### src/vec_config.svh
//********************************************************************
// sizing macros for the two-lane vector slice
// register file geometry, lane count and the largest vl
//********************************************************************
`ifndef VEC_CONFIG_SVH
`define VEC_CONFIG_SVH

// register file geometry
`define VEC_NUM_REGS   32
`define VEC_VLEN_BYTES 16

// elements handled per cycle
`define VEC_LANES      2

// sew8 spread over a group of eight registers
`define VEC_VL_MAX     128

`endif

### src/vec_pkg.sv
//********************************************************************
// shared types of the vector slice
// sew and opcode encodings, command, element request,
// source operand and write-back structs
//********************************************************************
`include "vec_config.svh"

package vec_pkg;

  // element width, same encoding as vsew in vtype
  typedef enum logic [1:0] {
    SEW8  = 2'd0,
    SEW16 = 2'd1,
    SEW32 = 2'd2
  } sew_t;

  typedef enum logic [2:0] {
    VADD  = 3'd0,
    VSUB  = 3'd1,
    VAND  = 3'd2,
    VXOR  = 3'd3,
    VMV_X = 3'd4,
    VID   = 3'd5
  } vop_t;

  // element index within a register group
  typedef logic [$clog2(`VEC_VL_MAX)-1:0]   offset_t;
  // vl from 0 up to and including the maximum
  typedef logic [$clog2(`VEC_VL_MAX+1)-1:0] vl_t;

  typedef logic [`VEC_VLEN_BYTES-1:0][7:0] vreg_t;

  typedef struct packed {
    vop_t        op;
    logic [4:0]  vd;
    logic [4:0]  vs1;
    logic [4:0]  vs2;
    sew_t        sew;
    logic        vm;
    vl_t         vl;
    logic [31:0] scalar;
  } vcmd_t;

  // one element pair per cycle
  typedef struct packed {
    logic        valid;
    vop_t        op;
    logic [4:0]  vd;
    logic [4:0]  vs1;
    logic [4:0]  vs2;
    sew_t        sew;
    logic        vm;
    vl_t         vl;
    offset_t     offset;
    logic [31:0] scalar;
  } elem_req_t;

  typedef struct packed {
    logic [`VEC_LANES-1:0][31:0] vs1_data;
    logic [`VEC_LANES-1:0][31:0] vs2_data;
    logic [`VEC_LANES-1:0]       mask;
  } src_ops_t;

  typedef struct packed {
    logic [`VEC_LANES-1:0]       wen;
    logic [`VEC_LANES-1:0][31:0] data;
  } wb_t;

endpackage

### src/vec_lane_alu.sv
//********************************************************************
// two-lane element ALU
// per-lane results truncated to sew, mask applied to write enables
//********************************************************************
`timescale 1ns/1ns
`include "vec_config.svh"

module vec_lane_alu (
  input  vec_pkg::elem_req_t elem_req,
  input  vec_pkg::src_ops_t  src_ops,
  output vec_pkg::wb_t       wb
);
  import vec_pkg::*;

  logic [`VEC_LANES-1:0][31:0] raw;

  // keep only the low sew bits
  function automatic logic [31:0] trunc_sew(logic [31:0] v, sew_t sew);
    case (sew)
      SEW32:   return v;
      SEW16:   return {16'h0, v[15:0]};
      default: return {24'h0, v[7:0]};
    endcase
  endfunction

  always_comb begin
    for (int i = 0; i < `VEC_LANES; i++) begin
      // vd = vs2 op vs1, as in the vv forms
      case (elem_req.op)
        VADD:    raw[i] = src_ops.vs2_data[i] + src_ops.vs1_data[i];
        VSUB:    raw[i] = src_ops.vs2_data[i] - src_ops.vs1_data[i];
        VAND:    raw[i] = src_ops.vs2_data[i] & src_ops.vs1_data[i];
        VXOR:    raw[i] = src_ops.vs2_data[i] ^ src_ops.vs1_data[i];
        VMV_X:   raw[i] = elem_req.scalar;
        // element index of this lane
        VID:     raw[i] = {25'd0, elem_req.offset} + 32'(i);
        default: raw[i] = '0;
      endcase
      wb.data[i] = trunc_sew(raw[i], elem_req.sew);
      // unmasked when vm is high
      wb.wen[i]  = elem_req.valid & (elem_req.vm | src_ops.mask[i]);
    end
  end

endmodule

### config.mk
export PLATFORM = sky130hd
export DESIGN_NAME = vec_lane_alu
export DESIGN_NICKNAME = d
export VERILOG_FILES = /design/src/vec_pkg.sv /design/src/vec_lane_alu.sv
export VERILOG_INCLUDE_DIRS = /design/src
export SDC_FILE = /design/constraint.sdc
export NUM_CORES = 1
export LEC_CHECK = 0
export BUFFER_PORTS_ARGS = -buffer_cell sky130_fd_sc_hd__buf_4
export CORE_MARGIN = 5
export CORE_UTILIZATION = 35
export DETAILED_ROUTE_END_ITERATION = 10
export PLACE_DENSITY = 0.61
export SYNTH_ARGS = -nofsm -noshare
export SYNTH_HDL_FRONTEND = slang
export SYNTH_SLANG_ARGS = --single-unit
### constraint.sdc
create_clock -name vclk -period 6.3
set_input_delay 1.26 -clock vclk [all_inputs]
set_output_delay 1.26 -clock vclk [all_outputs]
set_load 0.03 [all_outputs]
# After elaboration in Yosys (flattened, before gate mapping)
# Index checks and enable logic that the tools add are counted.
[word_totals]
reg_bits = 0
latchBits = 0
ramBits = 0
romBits = 0
inputBits = 199
out_inout_bits = 66
word_cells = 25
mem_count = 0
[classes]
addsub = 5
n_mul = 0
div = 0
n_lt_le_gt_ge = 0
eq_ne = 7
shift = 0
mux = 4
bitwise = 8
reduce_logical = 1
[ops]
columns = ["op", "count"]
rows = [
  ["32-bit case mux with 6 select lines", 2],
  ["32-bit case mux with 2 select lines", 2],
  ["32-bit adder", 2],
  ["32-bit AND", 2],
  ["32-bit subtractor", 2],
  ["32-bit XOR", 2],
  ["7-bit by 1-bit adder with 8-bit output (second input constant)", 1],
  ["3-bit by 2-bit equality test with 1-bit output (second input constant)", 2],
  ["3-bit equality test (second input constant)", 2],
  ["3-bit by 1-bit equality test with 1-bit output (second input constant)", 1],
  ["3-bit zero test", 1],
  ["1-bit AND", 2],
  ["2-bit by 1-bit equality test with 1-bit output (second input constant)", 1],
  ["2-bit equality test (second input constant)", 1],
  ["1-bit OR", 2],
]

# Logic depth before layout (Yosys ltp)
# Gate-level depths: netlist of the first run.
[depth]
depth_word = 3
mapped_depth = 19
depth_no_buf = 19

# Least setup slack after synthesis of the first run
# OpenSTA, ideal clock, no wires.
[synth_timing]
path_type = "input to output"
from = "in elem_req[67] (netlist name)"
to = "out wb[62] (netlist name)"
arrival_time_ps = 5289
t_required_ps = 5040
slack_ps = -249
path_stages = 17
n_path_buf = 3
path_cell_list = "clkbuf_1 > or2_2 > clkbuf_1 > nor2_1 > clkbuf_1 > nor2_1 > xnor2_1 > ha_1 > nor2b_1 > o31a_1 > o31a_1 > o311a_1 > a21oi_2 > o311ai_1 > a31oi_1 > mux2i_1 > o22ai_1"
[synth_rtl]
columns = ["item", "line_no", "rtl"]
rows = [
  ["from (decl)", "vec_lane_alu.sv:9", "input vec_pkg::elem_req_t elem_req,"],
  ["to (decl)", "vec_lane_alu.sv:11", "output vec_pkg::wb_t wb"],
]

==> reports/metrics.yaml, run 1 <==
power_and_ir_drop:
  net-switching-power_uw: 614
  comb_power_share: 1.000
  power_density_nw_per_um2: 108
  p_leak_nw: 5.04
  p_clk_frac: 0
  intPower_uw: 539
  ir_drop_mv: 0.0361
  p_seq_frac: 0
  swShare: 0.533
drt:
  totalWireLength_um: 30000
  drc: 0
  detail_route.wl_per_cell_um: 18.7
  dr_total_vias: 8848
  drtPass1Iterations: 6
  drt-initial-drc-count: 546
  viasPerCell: 5.52
  drtAntennaViolNets: 0
logic_synthesis:
  ys_types: 72
  syn_avg_cell_area_sq_um: 7.14
  yosys.area.top_type: "ha_1"
  ys.warnings.count: 0
  seq_area_frac_synth: 0
  synth_nets: 1344
  synth_area_leaders: "ha_1 23%, xnor2_1 7.8%, mux2i_1 7.2%"
  synthCells: 1012
  synth_top_area_share: 0.227
  netlist_area_sq_um: 7230
sta:
  rsz0062_at_grt: "true"
  setup_viol: 4
  worst_hold_slack_ns: 2.84
  slew_viol_final: 0
  setup_ws_ns: -0.0970
  tns_ns: -0.253
  finalCritPeriodShare: 1.02
  hold_viol: 0
  fmax_mhz: 156
  min_period_ns: 6.40
  max-slew-margin-rel: 0.219
  worstMarginPinSlew_ns: 1.16
clocking:
  cts_hold_buffers: 0
outcome:
  outcome: "finished, violations left"
  violations: "negative setup slack"
critical_path:
  cp.arrival_ns: 5.14
  end_kind: "output pin"
  crit_type: "input pin to output pin"
  critPathRequiredTime_ns: 5.04
  startpoint_type: "input pin"
  cp_max_fo: 3
placement:
  portBuffers: 242
  dp.final_hpwl_um: 25100
  gp_congestion: 0.925
final_layout:
  ff_latch_area_sq_um: 0
  multi_input_area_sq_um: 7440
  nClkBuffers: 0
  area_growth_syn_to_layout_pct: 47.7
  drive_above_1_share: 0.354
  final_cell_mix: "353 x buf_4, 129 x ha_1, 103 x nor2_1"
  nets: 1666
  design.seq.count: 0
  mostFrequentLayoutCell: "buf_4"
  n_fill_cell: 2067
global_routing:
  grt_usage: 0.235
  grt_pass1_vias: 8474
  grt_max_degree: 57
  antenna_found_initial: 2
  grt.overflow.total: 0
  grt_first_pass_wirelength_um: 46100
floorplan:
  initial_utilization: 0.356
  io_pins: 265
  coreArea_sq_um: 20300
  die-width_um: 154
  die_area_sq_um: 23600
  fp.dieH_um: 154
  rows: 52
job:
  maxCapViolCount: 0
worst_hold_path:
  min_path_type: "input pin to output pin"
[area by class of cell]
class	count	share of cell area
well taps	270	0.0317
inverters	21	0.00739
repair buffers	366	0.263
diodes	2	0.000469
multi-input cells	945	0.697
[power groups by stage]
stage / clock, mW / combinational (mW) / sequential, mW
global route: 0.0000000425 / 1.26 / 0
CTS: 0 / 1.08 / 0
global placement: 0 / 1.05 / 0
finish: 0.0000000426 / 1.15 / 0
floorplan: 0 / 0.650 / 0
detailed placement: 0 / 1.06 / 0
[worst paths after layout]
path,start,to,slack (ns),cells after the start
max,src_ops[104],wb[62],-0.1,18
min,src_ops[1],wb[65],2.84,3
[Yosys cell counts, drive strengths merged (11+ instances only)]
library cell	number
a21o	19
nand3	17
nor2b	19
nand2	71
o31ai	17
xor2	57
o22ai	28
ha	131
nor3	11
mux2i	52
nor2	112
xnor2	64
inv	20
a221oi	17
clkbuf	43
mux2	13
o21ai	63
a21oi	101
a31oi	13
[layer usage]
| layer | GRT usage | vias up | routed length (um) |
|---|---|---|---|
| met5 | 0 | - | 0 |
| met4 | 0.0496 | 0 | 776 |
| met3 | 0.0157 | 40 | 1200 |
| met2 | 0.399 | 223 | 14300 |
| met1 | 0.326 | 4124 | 13700 |
| li1 | - | 4461 | - |
[timing repair]
action | CTS | global route
pin swaps | 10 | 37
resized for setup | 23 | 71
endpoints found under the setup margin | 18 | 25
setup buffers | 0 | 15
[per-stage QoR]
| stage | util | area [sq um] | std cells | total power, mW | setup WS, ns |
|---|---|---|---|---|---|
| after floorplan | - | 7280 | 1012 | 0.650 | 0.0466 |
| after global routing | 0.526 | 10700 | 1604 | 1.26 | -0.305 |
| final | 0.526 | 10700 | 1604 | 1.15 | -0.0970 |
| after CTS | 0.504 | 10200 | 1589 | 1.08 | -0.111 |
| after global placement | 0.498 | 10100 | 1589 | 1.05 | -0.133 |
| after detailed placement | 0.498 | 10100 | 1589 | 1.06 | -0.190 |
[worst max-delay path, cell delays in order]
cell and delay, ns:
buf_6 0.09, or4_4 0.56, or4b_4 0.54, nor2_4 0.12
nand2_2 0.08, nor4_4 0.23, buf_4 0.18, nand2_4 0.07
o31ai_4 0.24, xor2_1 0.16, ha_1 0.27, a21o_1 0.20
a21oi_2 0.19, o311ai_4 0.16, a31oi_2 0.19, mux2i_1 0.26
o22ai_2 0.12, buf_6 0.20
[cells by family (layout without fill, tap and decap cells)]
family / Yosys count / in the layout / synth area share
mux: 65 / 65 / 0.0923
buf+inv: 67 / 387 / 0.0348
simple gates: 294 / 294 / 0.195
xor+xnor: 121 / 121 / 0.147
fa+ha+maj: 133 / 133 / 0.232
compound gates: 332 / 332 / 0.299
other cells: 0 / 2 / 0
Power figures use the tool's default switching activity.
==> run 2, diff against run 1 <==
==> constraint.sdc (replaced) <==
create_clock -name vclk -period 6.3
set_input_delay 0 -clock vclk [all_inputs]
set_output_delay 0 -clock vclk [all_outputs]
set_load 0.03 [all_outputs]
==> reports/metrics.yaml, run 2 (synthesis results as in run 1) <==
outcome:
  outcome: "complete, no violations"  # was finished, violations left
global_routing:
  grt.overflow.total: 0  # unchanged
  antenna_found_initial: 2  # unchanged
  grt_util_met3: 0.00871  # was 0.0157
  top_usage_layer: "met2"  # unchanged
  gr-usage-met2: 0.375  # was 0.399
  grt_first_pass_wirelength_um: 45100  # was 46100 um
  grt_usage: 0.230  # was 0.235
  use_met1: 0.327  # was 0.326
  grt_pass1_vias: 8021  # was 8474
  grt_max_degree: 56  # was 57
floorplan:
  die_area_sq_um: 23600  # unchanged
  fp.dieH_um: 154  # unchanged
  die-width_um: 154  # unchanged
  io_pins: 265  # unchanged
  initial_utilization: 0.356  # unchanged
  coreArea_sq_um: 20300  # unchanged
  rows: 52  # unchanged
drt:
  detail_route.wl_per_cell_um: 19.5  # was 18.7 um
  viasPerCell: 5.62  # was 5.52
  drtAntennaViolNets: 0  # unchanged
  totalWireLength_um: 28900  # was 30000 um
  drtPass1Iterations: 8  # was 6
  drc: 0  # unchanged
  dr_total_vias: 8356  # was 8848
  drt-initial-drc-count: 626  # was 546
clocking:
  cts_resized: 0  # was 23
  cts_setup_buffers: 0  # unchanged
  cts_hold_buffers: 0  # unchanged
sta:
  setup_viol: 0  # was 4
  tns_ns: 0  # was -0.253 ns
  fmax_mhz: 209  # was 156 MHz
  hold_viol: 0  # unchanged
  rsz0062_at_grt: "false"  # was true
  min_period_ns: 4.78  # was 6.40 ns
  max-slew-margin-rel: 0.207  # was 0.219
  slew_viol_final: 0  # unchanged
  setup_ws_ns: 1.52  # was -0.0970 ns
  worstMarginPinSlew_ns: 1.18  # was 1.16 ns
  finalCritPeriodShare: 0.759  # was 1.02
placement:
  portBuffers: 242  # unchanged
  gp_congestion: 0.941  # was 0.925
  dp.final_hpwl_um: 23900  # was 25100 um
  place_ws_ns: 1.56  # was -0.190 ns
final_layout:
  nets: 1548  # was 1666
  drive_above_1_share: 0.231  # was 0.354
  final_cell_mix: "248 x buf_4, 131 x ha_1, 108 x nor2_1"  # was 353 x buf_4, 129 x ha_1, 103 x nor2_1
  nClkBuffers: 0  # unchanged
  mostFrequentLayoutCell: "buf_4"  # unchanged
  area_growth_syn_to_layout_pct: 28.3  # was 47.7%
  design.seq.count: 0  # unchanged
  ff_latch_area_sq_um: 0  # unchanged
critical_path:
  startpoint_type: "input pin"  # unchanged
  crit_type: "input pin to output pin"  # unchanged
  cp.arrival_ns: 4.78  # was 5.14 ns
  critPathRequiredTime_ns: 6.30  # was 5.04 ns
  cp_max_fo: 24  # was 3
  end_kind: "output pin"  # unchanged
power_and_ir_drop:
  power_density_nw_per_um2: 105  # was 108 nW/um^2
  p_leak_nw: 4.31  # was 5.04 nW
  ir_drop_mv: 0.0400  # was 0.0361 mV
job:
  maxCapViolCount: 0  # unchanged
worst_hold_path:
  min_path_type: "input pin to output pin"  # unchanged
run 2: worst paths after layout:
kind                     start     end  slack (ns)  depth (start not counted)
setup / recovery  elem_req[65]  wb[29]        1.52                         17
hold / removal      src_ops[1]  wb[65]        0.32                          3
run 2: worst max-delay path: stages:
cell,delay (ns)
buf_4,0.36
clkinv_1,0.39
nor2_2,0.89
buf_4,0.34
nor2_1,0.08
xnor2_1,0.12
ha_1,0.42
nand4_1,0.17
a211oi_1,0.18
o21ai_1,0.11
o211ai_1,0.24
a41oi_1,0.24
a22oi_1,0.45
a31oi_1,0.17
xor2_1,0.16
o22ai_1,0.21
buf_4,0.23
run 2: report_power, final:
group / internal (mW) / switching [mW] / total [mW]
registers: 0 / 0 / 0
logic: 0.425 / 0.552 / 0.977
clock network: 0.0000000425 / 0 / 0.0000000425
total: 0.425 / 0.552 / 0.977
run 2: cell type report:
cell class / instances / area, sq um
Fill cell: 2159 / 11000
Inverter: 21 / 78.8
Timing Repair Buffer: 248 / 1860
Antenna cell: 2 / 5.00
Tap cell: 270 / 338
Multi-Input combinational cell: 945 / 6990
run 2: per-stage QoR:
step	std cells	hold slack (ns)	power, mW	area, sq um	utilization
after global placement	1484	0.316	0.958	9270	0.456
after CTS	1484	0.329	0.969	9270	0.456
after floorplan	1012	0.185	0.644	7230	-
final	1486	0.323	0.977	9270	0.457
after global routing	1486	0.344	1.08	9270	0.457
after detailed placement	1484	0.328	0.961	9270	0.456
run 2: per-layer routing:
metal	part of all wire	routed length (um)
met5	0	0
met4	0.041	1180
met3	0.046	1340
met2	0.45	13200
met1	0.46	13300
==> run 3, diff against run 2 <==
clock period = 4 ns   (was 6.3 ns; I/O delays follow)
==> reports/metrics.yaml, run 3 (synthesis results as in run 1) <==
drt:
  drtAntennaViolNets: 0  # unchanged
  totalWireLength_um: 29700  # was 28900 um
  detail_route.wl_per_cell_um: 19.5  # about the same
  drt-initial-drc-count: 532  # was 626
  viasPerCell: 5.63  # was 5.62
  dr_total_vias: 8576  # was 8356
  drtPass1Iterations: 6  # was 8
  drc: 0  # unchanged
worst_hold_path:
  hp-start: "src_ops[1]"  # unchanged
  hold_depth: 3  # unchanged
  min_path_type: "input pin to output pin"  # unchanged
clocking:
  cts_hold_buffers: 0  # unchanged
critical_path:
  end_kind: "output pin"  # unchanged
  startpoint_type: "input pin"  # unchanged
  cp.depth: 18  # was 17
  cp_slowest_stage_delay_ns: 0.56  # was 0.89 ns
  cp_max_fo: 7  # was 24
  crit_type: "input pin to output pin"  # unchanged
  critPathTopFamily: "simple AND/OR/NAND/NOR gates"  # was compound AO/OA/AOI/OAI gates
  crit_chain: "buf_4 -> or4_4 -> or4b_4 -> nor2_4 -> nand2_2 -> nor4_4 -> nand2_2 -> o31ai_4 -> xor2_1 -> ha_2 -> a21o_1 -> a21o_1 -> a21oi_1 -> o31a_1 -> a21boi_0 -> xnor2_1 -> o22ai_1 -> buf_4"  # was buf_4 -> clkinv_1 -> nor2_2 -> buf_4 -> nor2_1 -> xnor2_1 -> ha_1 -> nand4_1 -> a211oi_1 -> o21ai_1 -> o211ai_1 -> a41oi_1 -> a22oi_1 -> a31oi_1 -> xor2_1 -> o22ai_1 -> buf_4
  cp.arrival_ns: 3.98  # was 4.78 ns
  critPathBufInv: 2  # was 4
  startpoint: "src_ops[102]"  # was elem_req[65]
  critPathRequiredTime_ns: 4.00  # was 6.30 ns
  slowest_stage: "or4_4"  # was nor2_2
global_routing:
  grt_first_pass_wirelength_um: 45500  # was 45100 um
  antenna_found_initial: 2  # unchanged
  grt.overflow.total: 0  # unchanged
  grt_pass1_vias: 8270  # was 8021
  grt_max_degree: 62  # was 56
  grt_usage: 0.231  # was 0.230
power_and_ir_drop:
  net-switching-power_uw: 903  # was 552 uW
  ir_drop_mv: 0.0546  # was 0.0400 mV
  swShare: 0.556  # was 0.565
  power_density_nw_per_um2: 168  # was 105 nW/um^2
  p_clk_frac: 0  # about the same
  p_leak_nw: 4.53  # was 4.31 nW
  p_seq_frac: 0  # about the same
  comb_power_share: 1.000  # about the same
  intPower_uw: 721  # was 425 uW
sta:
  min_period_ns: 3.98
  slew_viol_final: 0  # unchanged
  rsz0062_at_grt: "true"  # was false
  finalCritPeriodShare: 0.994
  max-slew-margin-rel: 0.222  # was 0.207
  setup_viol: 0  # unchanged
  hold_viol: 0  # unchanged
  fmax_mhz: 252
  worstMarginPinSlew_ns: 1.16  # was 1.18 ns
final_layout:
  mostFrequentLayoutCell: "buf_4"  # unchanged
  design.seq.count: 0  # unchanged
  n_fill_cell: 2150  # was 2159
  ff_latch_area_sq_um: 0  # unchanged
  drive_above_1_share: 0.274  # was 0.231
  fin_util: 0.477  # was 0.457
  nets: 1584  # was 1548
  area_growth_syn_to_layout_pct: 34.0  # was 28.3%
  nClkBuffers: 0  # unchanged
  final_cell_mix: "282 x buf_4, 129 x ha_1, 106 x nor2_1"  # was 248 x buf_4, 131 x ha_1, 108 x nor2_1
  instances_no_fill: 1522  # was 1486
floorplan:
  fp.dieH_um: 154  # unchanged
  die_area_sq_um: 23600  # unchanged
  coreArea_sq_um: 20300  # unchanged
  die-width_um: 154  # unchanged
  initial_utilization: 0.356  # unchanged
  io_pins: 265  # unchanged
  rows: 52  # unchanged
placement:
  dp.final_hpwl_um: 24800  # was 23900 um
  portBuffers: 242  # unchanged
  gp_congestion: 0.963  # was 0.941
  dp_cells: 1516  # was 1484
outcome:
  outcome: "complete, no violations"  # unchanged
job:
  maxCapViolCount: 0  # unchanged
==> run 3: worst paths after layout <==
check / endpoint / slack [ns]
max: wb[63] / 0.02
min: wb[65] / 0.33
==> run 3: per-layer routing <==
metal | GRT usage | routed length, um | part of all wire
met4 | 0.0694 | 1200 | 0.040
met5 | 0 | 0 | 0
met2 | 0.385 | 13600 | 0.46
met3 | 0.00956 | 1290 | 0.043
met1 | 0.324 | 13600 | 0.46
==> run 3: power groups by stage <==
stage / combinational [mW] / sequential, mW / clock [mW]
after detailed placement: 1.56 / 0 / 0
after global placement: 1.56 / 0 / 0
final: 1.62 / 0 / 0.0000000669
after CTS: 1.57 / 0 / 0
after floorplan: 1.02 / 0 / 0
after global routing: 1.78 / 0 / 0.0000000669
==> run 3: area by class of cell <==
cell class                      instances  area, sq um  share of cell area
Multi-Input combinational cell        945         7120               0.735
Timing Repair Buffer                  284         2140               0.221
Tap cell                              270          338              0.0349
Inverter                               21         78.8             0.00814
Antenna cell                            2         5.00            0.000517
==> run 3: per-stage QoR <==
| stage | hold slack (ns) | setup WS (ns) | setup TNS, ns | power [mW] | area [sq um] |
|---|---|---|---|---|---|
| global placement | 0.316 | 0.110 | 0 | 1.56 | 9510 |
| global route | 0.353 | -0.223 | -0.285 | 1.78 | 9680 |
| CTS | 0.329 | 0.0629 | 0 | 1.57 | 9520 |
| floorplan | 0.185 | 0.0521 | 0 | 1.02 | 7230 |
| detailed placement | 0.329 | 0.00852 | 0 | 1.56 | 9510 |
| finish | 0.327 | 0.0248 | 0 | 1.62 | 9680 |
==> run 3: what timing repair did <==
action / in CTS / in global routing
resized for setup: 1 / 31
endpoints found under the setup margin: 1 / 18
hold endpoints to repair: 0 / 0
buffers inserted: 0 / 4
pin swaps: 0 / 6
==> run 3: tightest hold or removal path, stage by stage <==
cell    delay (ns)
buf_4         0.08
o21a_1        0.10
buf_4         0.15
