--- config.mk ---
export PLATFORM = sky130hd
export DESIGN_NAME = vec_elem_sequencer
export DESIGN_NICKNAME = d
export VERILOG_FILES = /design/src/vec_pkg.sv /design/src/vec_elem_sequencer.sv
export VERILOG_INCLUDE_DIRS = /design/src
export SDC_FILE = /design/constraint.sdc
export NUM_CORES = 1
export LEC_CHECK = 0
export ABC_AREA = 1
export BUFFER_PORTS_ARGS = -buffer_cell sky130_fd_sc_hd__buf_2
export CELL_PAD_IN_SITES_DETAIL_PLACEMENT = 0
export CELL_PAD_IN_SITES_GLOBAL_PLACEMENT = 1
export CORE_MARGIN = 3
export CORE_UTILIZATION = 37
export DETAILED_ROUTE_END_ITERATION = 12
export GPL_TIMING_DRIVEN = 0
export PLACE_DENSITY = 0.82
export REMOVE_ABC_BUFFERS = 1
export SLEW_MARGIN = 20
export SYNTH_ARGS = -nofsm -noshare
export SYNTH_HDL_FRONTEND = slang
export SYNTH_SLANG_ARGS = --single-unit
--- constraint.sdc ---
create_clock -name CLK -period 6.1 [get_ports CLK]
set_input_delay 0.305 -clock CLK [delete_from_list [all_inputs] [get_ports CLK]]
set_output_delay 0.305 -clock CLK [all_outputs]
set_load 0.03 [all_outputs]
--- src/vec_config.svh ---
//********************************************************************
// sizing macros for the two-lane vector slice
// register file geometry, lane count and the largest vl
//********************************************************************
`ifndef VEC_CONFIG_SVH
`define VEC_CONFIG_SVH

// register file geometry
`define VEC_NUM_REGS   32
`define VEC_VLEN_BYTES 16

// elements handled per cycle
`define VEC_LANES      2

// sew8 spread over a group of eight registers
`define VEC_VL_MAX     128

`endif

--- src/vec_pkg.sv ---
//********************************************************************
// shared types of the vector slice
// sew and opcode encodings, command, element request,
// source operand and write-back structs
//********************************************************************
`include "vec_config.svh"

package vec_pkg;

  // element width, same encoding as vsew in vtype
  typedef enum logic [1:0] {
    SEW8  = 2'd0,
    SEW16 = 2'd1,
    SEW32 = 2'd2
  } sew_t;

  typedef enum logic [2:0] {
    VADD  = 3'd0,
    VSUB  = 3'd1,
    VAND  = 3'd2,
    VXOR  = 3'd3,
    VMV_X = 3'd4,
    VID   = 3'd5
  } vop_t;

  // element index within a register group
  typedef logic [$clog2(`VEC_VL_MAX)-1:0]   offset_t;
  // vl from 0 up to and including the maximum
  typedef logic [$clog2(`VEC_VL_MAX+1)-1:0] vl_t;

  typedef logic [`VEC_VLEN_BYTES-1:0][7:0] vreg_t;

  typedef struct packed {
    vop_t        op;
    logic [4:0]  vd;
    logic [4:0]  vs1;
    logic [4:0]  vs2;
    sew_t        sew;
    logic        vm;
    vl_t         vl;
    logic [31:0] scalar;
  } vcmd_t;

  // one element pair per cycle
  typedef struct packed {
    logic        valid;
    vop_t        op;
    logic [4:0]  vd;
    logic [4:0]  vs1;
    logic [4:0]  vs2;
    sew_t        sew;
    logic        vm;
    vl_t         vl;
    offset_t     offset;
    logic [31:0] scalar;
  } elem_req_t;

  typedef struct packed {
    logic [`VEC_LANES-1:0][31:0] vs1_data;
    logic [`VEC_LANES-1:0][31:0] vs2_data;
    logic [`VEC_LANES-1:0]       mask;
  } src_ops_t;

  typedef struct packed {
    logic [`VEC_LANES-1:0]       wen;
    logic [`VEC_LANES-1:0][31:0] data;
  } wb_t;

endpackage

--- src/vec_elem_sequencer.sv ---
//********************************************************************
// element sequencer
// latches a command and walks the element offsets two per cycle
//********************************************************************
`timescale 1ns/1ns

module vec_elem_sequencer (
  input  logic               CLK,
  input  logic               nRST,
  input  logic               start,
  input  vec_pkg::vcmd_t     vcmd,
  output vec_pkg::elem_req_t elem_req,
  output logic               busy,
  output logic               done
);
  import vec_pkg::*;

  vcmd_t   cmd_q;
  offset_t offset;
  vl_t     step_off;
  logic    accept;
  logic    last;

  // a start during an operation is dropped
  assign accept = start & ~busy;

  // offset of the pair after this one
  assign step_off = {1'b0, offset} + vl_t'(2);
  assign last     = step_off >= cmd_q.vl;

  always_ff @(posedge CLK, negedge nRST) begin
    if (!nRST) begin
      busy   <= 1'b0;
      done   <= 1'b0;
      offset <= '0;
    end else begin
      done <= 1'b0;
      if (accept) begin
        offset <= '0;
        // vl of zero skips straight to done
        if (vcmd.vl == '0) begin
          done <= 1'b1;
        end else begin
          busy <= 1'b1;
        end
      end else if (busy) begin
        if (last) begin
          busy <= 1'b0;
          done <= 1'b1;
        end else begin
          offset <= step_off[$bits(offset_t)-1:0];
        end
      end
    end
  end

  // command payload
  always_ff @(posedge CLK) begin
    if (accept) begin
      cmd_q <= vcmd;
    end
  end

  always_comb begin
    elem_req.valid  = busy;
    elem_req.op     = cmd_q.op;
    elem_req.vd     = cmd_q.vd;
    elem_req.vs1    = cmd_q.vs1;
    elem_req.vs2    = cmd_q.vs2;
    elem_req.sew    = cmd_q.sew;
    elem_req.vm     = cmd_q.vm;
    elem_req.vl     = cmd_q.vl;
    elem_req.offset = offset;
    elem_req.scalar = cmd_q.scalar;
  end

endmodule

After elaboration in Yosys (flattened, before gate mapping)
Index checks and enable logic that the tools add are counted.

word-level totals
  register bits = 70
  latch bits = 0
  bits in writable memories = 0
  ROM bits = 0
  output and inout bits = 71
  memories kept = 0

cells by class
  add/subtract/negate cells = 1
  $mul = 0
  div/mod/pow operators = 0
  magnitude comparators = 1
  equal/unequal tests = 2
  shift operators = 0
  multiplexer cells = 11
  bitwise logic cells = 2
  reduce and logical (&&, ||, !) cells = 3

operator list
  cell                                         count
  two-way mux 7 bit                            3
  adder 7 x 2 -> 8 bit, second input constant  1
  greater-or-equal comparator 8 bit            1
  logical NOT 8 bit                            1
  two-way mux 1 bit                            8
  != test 2 bit, second input constant         2
  AND reduction 2 bit                          1
  nonzero test 2 bit                           1
  bitwise AND 1 bit                            1
  inverter 1 bit                               1

Logic depth before layout (Yosys ltp)
Gate-level depths: netlist of the first run.

  depth after elaboration = 5
  gate-level depth with buffers = 12
  mapped depth without buffers = 12

Worst setup path before layout of the first run
OpenSTA, ideal clock, no wires.

  path type = register to register
  from = reg busy
  to = reg busy
  library setup time = 123 ps
  arrival time = 2836 ps
  required time = 5977 ps
  slack = 3141 ps
  stages on the path, launching flop included = 6
  buffers on the path = 1
  period minus slack after synthesis = 2959 ps
  path through = dfrtp_1 -> buf_4 -> nor2_2 -> inv_2 -> nor2_1 -> a21oi_2

between the ends
  cells in the longest elaborated chain, start to end = 3
  elaborated cells on any way between the ends = 5
  those cells by class = 1 x eq/ne; 2 x mux; 2 x bitwise

ends and longest elaborated chain
  what                                                                 line                      source
  start: declaration                                                   vec_elem_sequencer.sv:13  output logic busy,
  start signal: assignment                                             vec_elem_sequencer.sv:33  busy <= 1'b0;
  start signal: assignment                                             vec_elem_sequencer.sv:44  busy <= 1'b1;
  start signal: assignment                                             vec_elem_sequencer.sv:48  busy <= 1'b0;
  inverter 1 bit (*)                                                   vec_elem_sequencer.sv:25  assign accept = start & ~busy;
  bitwise AND 1 bit (*)                                                vec_elem_sequencer.sv:25
  via accept                                                           vec_elem_sequencer.sv:21  logic accept;
  != test 2 bit (no source line) or two-way mux 1 bit (tied branches)  n/a

Mark *: on every way through the listed nets, which the timed path passes. The rest lies on a longest branch.
A chain may end at the register's enable or synchronous reset.

Worst setup path in the final report of the first run
  from = reg offset[1]
  to = reg offset[3]

between the ends
  cells in the longest elaborated chain, start to end = 4
  elaborated cells on any way between the ends = 7
  those cells by class = 1 x add/sub; 1 x order compare; 1 x eq/ne; 3 x mux; 1 x reduce/logical

ends and longest elaborated chain
  what                                                                       line                                                source
  start: declaration                                                         vec_elem_sequencer.sv:19                            offset_t offset;
  start signal: assignment                                                   vec_elem_sequencer.sv:51                            offset <= step_off[$bits(offset_t)-1:0];
  adder 7 x 2 -> 8 bit (*)                                                   vec_elem_sequencer.sv:28                            assign step_off = {1'b0, offset} + vl_t'(2);
  greater-or-equal comparator 8 bit or two-way mux 7 bit (tied branches)     vec_elem_sequencer.sv:29, vec_elem_sequencer.sv:47
  != test 2 bit (no source line) or two-way mux 7 bit (tied branches)        n/a
  AND reduction 2 bit (no source line) or two-way mux 7 bit (tied branches)  n/a

Every way passes the cells marked *; elsewhere a longest branch is shown, timed or not. The select of a mux whose other input is x is not followed.

==> reports/metrics.yaml, run 1 <==
sta:
  fin_crit_ns: 2.17
  finalWorstSetupSlack_ns: 3.93
  tightest_slew_ns: 0.660
  skew_ns: 0.0118
  whs_ns: 0.147
  rsz0062_at_grt: "no"
  finalSetupTns_ns: 0
  maxSlewViolCount: 0
  max_freq_mhz: 460
  hold_violations: 0
  timing.final.crit_share_pct: 35.6
  slew_headroom_pct: 55.9
  setup_violations: 0
cells_and_area:
  finalNetCount: 371
  antenna_cells: 0
  drive_above_1_share_pct: 51.0
  areaGrowthSynthToFinish_pct: 38.0
  post-route-util_pct: 53.8
  final_cell_area_um2: 3490
yosys:
  synth_edf_count: 61
  synthArstFlopShare_pct: 11.6
  synthTopCellsByArea: "edfxtp_1 72%, dfrtp_1 7.9%, ha_1 4.0%"
  yosysTopAreaCell: "edfxtp_1"
  post_synth.cell_area_avg_um2: 16.3
  synth-seq-cells: 69
  synth_area_um2: 2530
  synth_cells: 155
  ys_top_cells_by_count: "61 x edfxtp_1, 19 x nand2_1, 16 x inv_1"
  ys_seq_area_share_pct: 80.3
  netlist-cell-type-count: 23
  yosysWarnings: 0
  synth_top_area_share_pct: 72.4
  synth.most_common_cell: "edfxtp_1"
  synthFlopType: "edfxtp_1"
job:
  drv_cap: 0
run_status:
  status: "completed"
setup_path:
  r2r_start: "offset[1]$_DFFE_PN0P_"
  path_max_fanout: 8
  rrSetupSlack_ns: 3.93
  cp_cell_sequence: "ha_1, nand3_1, xor2_1, inv_1, ha_1, a21oi_1, nor2_1, nor2_4, nand3_4, nand3_1, nand2_1"
  reg2reg_to: "offset[3]$_DFFE_PN0P_"
  cp_data_arrival_time_ns: 2.39
  slowest_stage: "dfrtp_1"
  reg2reg_depth: 11
  critical_path_class: "register to register"
  cp.required_ns: 6.32
  crit_path_start_kind: "register"
  crit_path_end_kind: "register"
  max_stage_delay_ns: 0.46
hold_path:
  holdPathEnd: "elem_req[26]$_DFFE_PP_"
  hp-start: "vcmd[26]"
  whs_path_depth: 1
  hold_class: "primary input to register"
placement:
  dpl_cell_area_um2: 3330
  post-dp-hpwl_um: 4290
  pre_cts_ws_ns: 3.95
  place.gp.congestion: 0.759
  port_buffers: 133
detailed_routing:
  drt_iter0_drc: 41
  wl_per_cell_um: 14.6
  wirelength_um: 5550
  drc: 0
  vias: 1706
  drtAntennaViolNets: 0
  detail_route.vias_per_cell: 4.50
  firstDrtPassIters: 4
clocking:
  clkSinkCount: 69
  ctsLongestPathBuffers: 2
  cts_tree: "done"
  cts_buffers: 9
  path_clk_slew_ns: 0.08
  cts-root-buf: "clkbuf_8"
  ctsHtreeMaxLevel: 3
  clk_latency_ns: 0.33
  cts_setup_buffers: 0
global_route:
  grt_overflow: 0
  grt_usage_pct: 14.9
  grt_max_degree: 26
  antenna_found_initial: 0
  grt_pass1_vias: 1770
  grt_pass1_wl_um: 8420
floorplan:
  die_x_um: 88.7
  io_pins: 135
  dieArea_um2: 7870
  coreArea_um2: 6490
  num_rows: 29
  start_util_pct: 39.0
  die_height_um: 88.7
power_and_ir_drop:
  leakagePower_nw: 1.62
  power_density_nw_per_um2: 409
  ir_drop_mv: 0.187
-- layer usage --
metal  up-vias  GRT usage [%]  routed length (µm)  share of wire, %
met5         -              0                   0                 0
met4         0           7.83                  88               1.6
met3         8           7.17                 664                12
met2        91           25.6                2790                50
met1       770           14.8                2010                36
li1        837              -                   -                 -
-- power by group --
| group | internal (mW) | switching (mW) | leakage [nW] | total, mW |
|---|---|---|---|---|
| Sequential | 0.611 | 0.0478 | 0.665 | 0.659 |
| Combinational | 0.146 | 0.321 | 0.879 | 0.467 |
| Clock | 0.141 | 0.163 | 0.0764 | 0.303 |
| Total | 0.898 | 0.531 | 1.62 | 1.43 |
-- sequential cells by signal (all words and copies together) (netlist names) --
name      cells
elem_req     61
offset        6
busy          1
done          1
-- what timing repair did --
| item | CTS | global route |
|---|---|---|
| gates resized for setup | 0 | 0 |
| hold buffers | 1 | 0 |
| endpoints found under the hold margin | 8 | 0 |
-- worst max-delay path by stage --
stage,cells past startpoint,endpoint,from,slack (ns)
floorplan,4,busy$_DFFE_PN0P_,busy$_DFFE_PN0P_,3.05
finish,11,offset[3]$_DFFE_PN0P_,offset[1]$_DFFE_PN0P_,3.93
CTS,11,offset[2]$_DFFE_PN0P_,offset[1]$_DFFE_PN0P_,3.93
global route,11,offset[6]$_DFFE_PN0P_,offset[1]$_DFFE_PN0P_,3.69
global placement,4,busy$_DFFE_PN0P_,busy$_DFFE_PN0P_,2.56
detailed placement,11,offset[4]$_DFFE_PN0P_,offset[1]$_DFFE_PN0P_,3.95
-- placed cells by master (no fill, tap or decap), types with 3 or more instances in the layout --
master,n
edfxtp_1,61
clkinv_1,3
nand2_1,19
ha_1,8
buf_2,133
nand4_1,8
clkbuf_8,9
inv_1,16
nor2_1,7
nand3_1,8
dfrtp_1,8
-- final cells by class --
class	count	area (µm²)
Timing Repair Buffer	136	731
Inverter	18	67.6
Clock buffer	9	124
Fill cell	567	3000
Tap cell	77	96.3
Multi-Input combinational cell	65	414
Clock inverter	5	28.8
Sequential cell	69	2030
-- cell families (layout without fill, tap and decap cells) --
group,count (synthesis),after routing,share of synthesized area [%]
AND/OR/NAND/NOR,48,48,9.79
AO/OA/AOI/OAI,5,5,1.24
other,1,1,0.148
adder cells (fa/ha/maj),8,8,3.95
XOR/XNOR,3,3,1.04
buffers and inverters,21,168,3.56
flip-flops,69,69,80.3
-- critical path, delay by kind of cell, from the launching register on --
| kind | cells | cell delay (ns) |
|---|---|---|
| buffers and inverters | 1 | 0.08 |
| flip-flops | 1 | 0.46 |
| adder cells (fa/ha/maj) | 2 | 0.55 |
| XOR/XNOR | 1 | 0.15 |
| AND/OR/NAND/NOR | 6 | 0.70 |
| AO/OA/AOI/OAI | 1 | 0.13 |
-- per-stage QoR --
stage	power [mW]	cells
3_5_place_dp	1.14	364
6_report	1.43	379
5_1_grt	1.52	379
4_1_cts	1.45	379
2_1_floorplan	0.984	152
3_3_place_gp	1.12	362
Power figures use the tool's default switching activity.
==> inputs of run 2 (changes only) <==
ABC_AREA = 0   (was 1)
CORE_UTILIZATION = 35   (was 37)
PLACE_DENSITY = 0.77   (was 0.82)
clock period = 2.1 ns   (was 6.1 ns; I/O delays follow)
==> reports/metrics.yaml, run 2 <==
run_status:
  status: "complete, but fails checks"
  violations: "negative setup slack"
floorplan:
  dieArea_um2: 8250  # +4.8%
  die_x_um: 90.8  # +2.4%
  start_util_pct: 36.7  # -2.3 points
  die_height_um: 90.8  # +2.4%
  io_pins: 135  # unchanged
  num_rows: 30  # +3.4%
  coreArea_um2: 6870  # +5.8%
clocking:
  cts-root-buf: "clkbuf_8"
  ctsLongestPathBuffers: 2  # unchanged
  path_clk_slew_ns: 0.07  # about the same
  ctsHtreeMaxLevel: 3  # unchanged
  cts_tree: "done"
  cts_buffers: 9  # unchanged
  clk_latency_ns: 0.34  # about the same
  clkSinkCount: 69  # unchanged
power_and_ir_drop:
  ir_drop_mv: 0.547  # +190%
  leakagePower_nw: 1.90  # +17%
  power_frac_comb_pct: 38.3  # +5.7 points
  intPower_mw: 3.15  # +250%
  p_clk_share_pct: 22.1  # +0.9 points
  power_density_nw_per_um2: 1140  # +180%
  pwr-share-seq_pct: 39.6  # -6.5 points
  switching_share_pct: 35.7  # -1.4 points
  p_sw_mw: 1.75  # +230%
  power_mw: 4.90  # +240%
setup_path:
  reg2reg_depth: 9  # -2
  cp_cell_sequence: "and3_4, nand3_4, xnor2_4, ha_4, a21o_4, a21oi_4, nand2_4, nor2_8, mux2_4"
  path_max_fanout: 6  # -2
  crit_path_start_kind: "register"
  critPathBufInv: 0  # -1
  critical_path_class: "register to register"
  worstSetupPathDepth: 9  # -2
  path_delay_family: "simple AND/OR/NAND/NOR gates"
  slowest_stage: "dfrtp_1"
  max_stage_delay_ns: 0.41  # -0.05 ns
  crit_path_end_kind: "register"
  cp.required_ns: 2.32  # -4.00 ns
  cp_data_arrival_time_ns: 2.44  # +0.05 ns
cells_and_area:
  drive_above_1_share_pct: 52.5  # +1.5 points
  final_cells: 450  # +19%
  post-route-util_pct: 62.9  # +9.1 points
  area.sequential_um2: 2040  # +0.18%
  finalNetCount: 421  # +13%
  final_cell_area_um2: 4320  # +24%
  antenna_cells: 0  # unchanged
  mostFrequentLayoutCell: "buf_2"
  multi_input_area_um2: 527  # +27%
  largest_register_ffs: 61  # unchanged
  mostFrequentLayoutCells: "133 x buf_2, 62 x dlygate4sd3_1, 61 x edfxtp_1"
  areaGrowthSynthToFinish_pct: 71.4
  n_fill_cell: 528  # -6.9%
global_route:
  grt_pass1_wl_um: 10800  # +28%
  grt_max_degree: 64  # +150%
  antenna_found_initial: 0  # unchanged
  grt_pass1_vias: 2134  # +21%
  grt_overflow: 0  # unchanged
  grt_usage_pct: 17.3  # +2.4 points
sta:
  skew_ns: 0.00983  # -0.00200 ns
  fin_crit_ns: 2.22  # +0.0495 ns
  slew_headroom_pct: 49.9  # -5.9 points
  whs_ns: 0.148  # +0.000577 ns
  max_freq_mhz: 450  # -2.2%
  maxSlewViolCount: 0  # unchanged
  finalWorstSetupSlack_ns: -0.123  # -4.05 ns
  timing.final.crit_share_pct: 106  # +70 points
  finalSetupTns_ns: -0.490  # -0.490 ns
  setup_violations: 7  # +7
  rsz0062_at_grt: "yes"
  hold_violations: 0  # unchanged
  tightest_slew_ns: 0.751  # +0.0905 ns
yosys:
  synth-seq-cells: 69  # unchanged
  synth_area_um2: 2520  # -0.49%
  yosysTopAreaCell: "edfxtp_1"
  yosysWarnings: 0  # unchanged
  synthTopCellsByArea: "edfxtp_1 73%, dfrtp_1 7.9%, ha_1 4.0%"
  synth_cells: 131  # -15%
  synth_edf_count: 61  # unchanged
  synthArstFlopShare_pct: 11.6  # unchanged
  post_synth.cell_area_avg_um2: 19.2  # +18%
  netlist-cell-type-count: 29  # +26%
  synth_top_area_share_pct: 72.7  # +0.36 points
  synthFlopType: "edfxtp_1"
  ys_top_cells_by_count: "61 x edfxtp_1, 11 x inv_1, 8 x dfrtp_1, 8 x ha_1, 5 x nand2_1"
  synth.most_common_cell: "edfxtp_1"
  ys_seq_area_share_pct: 80.7  # +0.40 points
placement:
  place.gp.congestion: 0.725  # -4.4%
  post-dp-hpwl_um: 4060  # -5.5%
  dpl_cell_area_um2: 3290  # -1.2%
  placed_cells: 358  # -1.6%
  port_buffers: 133  # unchanged
  pre_cts_ws_ns: -0.418  # -4.37 ns
detailed_routing:
  drc: 0  # unchanged
  wl_per_cell_um: 15.2  # +3.9%
  drt_iter0_drc: 49  # +20%
  drtAntennaViolNets: 0  # unchanged
  wirelength_um: 6850  # +23%
  detail_route.vias_per_cell: 4.26  # -5.5%
  firstDrtPassIters: 4  # unchanged
  vias: 1915  # +12%
hold_path:
  hold_class: "primary input to async pin"
job:
  drv_cap: 0  # unchanged
-- run 2: worst paths after layout --
check	startpoint	end	slack (ns)
setup / recovery	offset[2]$_DFFE_PN0P_	offset[4]$_DFFE_PN0P_	-0.12
hold / removal	nRST	offset[6]$_DFFE_PN0P_	0.15
setup reg to reg	offset[2]$_DFFE_PN0P_	offset[4]$_DFFE_PN0P_	-0.12
hold reg to reg	offset[3]$_DFFE_PN0P_	offset[3]$_DFFE_PN0P_	0.60
max in group asynchronous	nRST	offset[4]$_DFFE_PN0P_	1.76
min in group CLK	start	offset[1]$_DFFE_PN0P_	0.25
-- run 2: cell type report --
| type | count | share of cell area [%] |
|---|---|---|
| sequential | 69 | 47.1 |
| timing repair buffer | 209 | 32.2 |
| inverter | 11 | 1.01 |
| clock buffer | 10 | 2.96 |
| clock inverter | 6 | 1.68 |
| tap | 96 | 2.78 |
| multi-input combinational | 49 | 12.2 |
-- run 2: kinds of logic (layout without fill, tap and decap cells) --
group | count (synthesis) | count (layout) | share of synthesized area (%)
DFF | 69 | 69 | 80.7
and+or+nand+nor | 22 | 22 | 5.66
buffers and inverters | 13 | 236 | 2.24
adders and majority gates | 8 | 8 | 3.97
AOI/OAI and AO/OA | 8 | 8 | 2.93
muxes | 6 | 6 | 2.98
xor gates and xnor gates | 4 | 4 | 1.39
other | 1 | 1 | 0.149
-- run 2: power by group through the flow --
| stage | combinational [mW] | clock, mW | sequential [mW] |
|---|---|---|---|
| after CTS | 1.76 | 1.11 | 1.91 |
| after global routing | 2.04 | 1.17 | 1.97 |
| after global placement | 1.43 | 0 | 1.95 |
| after detailed placement | 1.45 | 0 | 1.94 |
| final | 1.88 | 1.08 | 1.94 |
| after floorplan | 0.592 | 0 | 2.39 |
-- run 2: repair_timing --
item / 4_1_cts / 5_1_grt
endpoints found under the hold margin: 69 / 0
pin swaps: 5 / 7
setup buffers: 10 / 4
hold buffers: 62 / 0
resized for setup: 7 / 10
setup endpoints to repair: 8 / 7
-- run 2: layer usage --
metal / wire length, µm / up-vias / track usage (%)
li1: - / 924 / -
met1: 2470 / 881 / 17.7
met2: 3490 / 106 / 29.8
met3: 837 / 4 / 9.58
met4: 59 / 0 / 6.03
met5: 0 / - / 0
==> inputs of run 3 (changes only) <==
CORE_UTILIZATION = 31   (was 35)
PLACE_DENSITY = 0.72   (was 0.77)
clock period = 2 ns   (was 2.1 ns; I/O delays follow)
==> reports/metrics.yaml, run 3 (synthesized netlist as in run 2, its figures left out) <==
placement:
  place.gp.congestion: 0.721  # -0.58%
  post-dp-hpwl_um: 4130  # +1.7%
  dpl_cell_area_um2: 3300  # +0.23%
  port_buffers: 133  # unchanged
  placed_cells: 364  # +1.7%
  pre_cts_ws_ns: -0.477  # -0.0592 ns
cells_and_area:
  largest_register_ffs: 61  # unchanged
  drive_above_1_share_pct: 51.1  # -1.4 points
  final_cell_area_um2: 4200  # -2.7%
  antenna_cells: 0  # unchanged
  finalNetCount: 415  # -1.4%
  areaGrowthSynthToFinish_pct: 66.8
  mostFrequentLayoutCells: "133 x buf_2, 62 x dlygate4sd3_1, 61 x edfxtp_1"
  post-route-util_pct: 53.8  # -9.1 points
  mostFrequentLayoutCell: "buf_2"
  final_cells: 450  # unchanged
clocking:
  cts_buffers: 9  # unchanged
  path_clk_slew_ns: 0.07  # about the same
  clkSinkCount: 69  # unchanged
  cts_tree: "done"
  ctsHtreeMaxLevel: 3  # unchanged
  clk_latency_ns: 0.33  # about the same
  cts-root-buf: "clkbuf_8"
  ctsLongestPathBuffers: 2  # unchanged
detailed_routing:
  vias: 1866  # -2.6%
  drt_iter0_drc: 51  # +4.1%
  wirelength_um: 6290  # -8.2%
  top_layer: "met4"
  wl_met1_um: 2310  # -6.5%
  route.met3.wl_um: 529  # -37%
  drc: 0  # unchanged
  firstDrtPassIters: 4  # unchanged
  drtAntennaViolNets: 0  # unchanged
  wl_met2_um: 3330  # -4.5%
  detail_route.vias_per_cell: 4.15  # -2.6%
  wl_per_cell_um: 14.0  # -8.2%
power_and_ir_drop:
  ir_drop_mv: 0.524  # -4.1%
  switching_share_pct: 36.3  # +0.60 points
  leakagePower_nw: 1.85  # -2.7%
  power_density_nw_per_um2: 1140  # +0.15%
  intPower_mw: 3.04  # -3.5%
  pwr-share-seq_pct: 42.5  # +2.9 points
  p_clk_share_pct: 20.4  # -1.7 points
  power_frac_comb_pct: 37.2  # -1.1 points
  p_sw_mw: 1.73  # -0.93%
floorplan:
  die_x_um: 96.1  # +5.8%
  die_height_um: 96.1  # +5.8%
  dieArea_um2: 9240  # +12%
  io_pins: 135  # unchanged
  num_rows: 32  # +6.7%
  coreArea_um2: 7810  # +14%
  start_util_pct: 32.3  # -4.4 points
sta:
  tightest_slew_ns: 0.765  # +0.0137 ns
  timing.final.crit_share_pct: 112  # +6.6 points
  maxSlewViolCount: 0  # unchanged
  finalSetupTns_ns: -1.38  # -0.894 ns
  hold_violations: 0  # unchanged
  finalWorstSetupSlack_ns: -0.250  # -0.127 ns
  skew_ns: 0.00925  # -0.000577 ns
  setup_violations: 7  # unchanged
  fin_crit_ns: 2.25  # +0.0267 ns
  rsz0062_at_grt: "yes"
  max_freq_mhz: 444  # -1.2%
  slew_headroom_pct: 49.0  # -0.91 points
global_route:
  grt_max_degree: 64  # unchanged
  grt_overflow: 0  # unchanged
  antenna_found_initial: 0  # unchanged
  grt_pass1_vias: 2040  # -4.4%
  grt_pass1_wl_um: 9560  # -11%
  grt_usage_pct: 14.1  # -3.2 points
hold_path:
  hold_class: "primary input to async pin"
run_status:
  violations: "negative setup slack"
  status: "complete, but fails checks"
setup_path:
  crit_path_start_kind: "register"
  cp_data_arrival_time_ns: 2.46  # +0.02 ns
  crit_path_end_kind: "register"
  cp.required_ns: 2.21  # -0.11 ns
  path_max_fanout: 5  # -1
  critical_path_class: "register to register"
job:
  drv_cap: 0  # unchanged
==> run 3: stage by stage <==
stage	hold slack (ns)	power [mW]
finish	0.139	4.78
global route	0.140	5.06
CTS	0.126	4.78
detailed placement	-0.0458	3.56
global placement	-0.0443	3.54
floorplan	-0.196	3.13
==> run 3: routing by layer <==
layer / vias up / global-route usage (%)
met4: 0 / 7.11
met1: 866 / 15.0
met3: 12 / 4.85
met2: 81 / 24.6
li1: 907 / -
met5: - / 0
==> run 3: power by group through the flow <==
stage / Sequential (mW) / Combinational [mW] / Clock [mW]
after detailed placement: 2.04 / 1.52 / 0
after global routing: 2.06 / 1.93 / 1.07
after CTS: 2.01 / 1.77 / 0.995
after floorplan: 2.51 / 0.622 / 0
final: 2.03 / 1.78 / 0.973
after global placement: 2.05 / 1.50 / 0
==> run 3: area by class of cell <==
type | count | area, µm²
Timing Repair Buffer | 203 | 1350
Fill cell | 672 | 3610
Multi-Input combinational cell | 49 | 480
Clock inverter | 7 | 41.3
Sequential cell | 69 | 2040
Tap cell | 102 | 128
Clock buffer | 9 | 124
Inverter | 11 | 43.8
==> run 3: timing repair <==
item / 4_1_cts / 5_1_grt
hold endpoints to repair: 69 / 0
pin swaps: 3 / 5
hold buffers: 62 / 0
setup buffers: 6 / 2
setup endpoints to repair: 8 / 8
gates resized for setup: 8 / 4
==> run 3: critical path, stage by stage, from the launching register on <==
cell	delay, ns
dfrtp_2	0.42
and3_4	0.21
nand3_4	0.09
xnor2_2	0.16
ha_1	0.33
a21o_2	0.20
a21oi_2	0.14
nand2_2	0.12
nor2_8	0.15
mux2_4	0.32
==> run 3: final timing paths <==
kind | cells past startpoint | slack (ns) | end | start
max reg2reg | 9 | -0.25 | offset[4]$_DFFE_PN0P_ | offset[1]$_DFFE_PN0P_
min in group CLK | 4 | 0.23 | offset[1]$_DFFE_PN0P_ | start
min | 2 | 0.14 | offset[4]$_DFFE_PN0P_ | nRST
max in group asynchronous | 2 | 1.68 | offset[3]$_DFFE_PN0P_ | nRST
max | 9 | -0.25 | offset[4]$_DFFE_PN0P_ | offset[1]$_DFFE_PN0P_
min reg2reg | 1 | 0.59 | offset[3]$_DFFE_PN0P_ | offset[3]$_DFFE_PN0P_
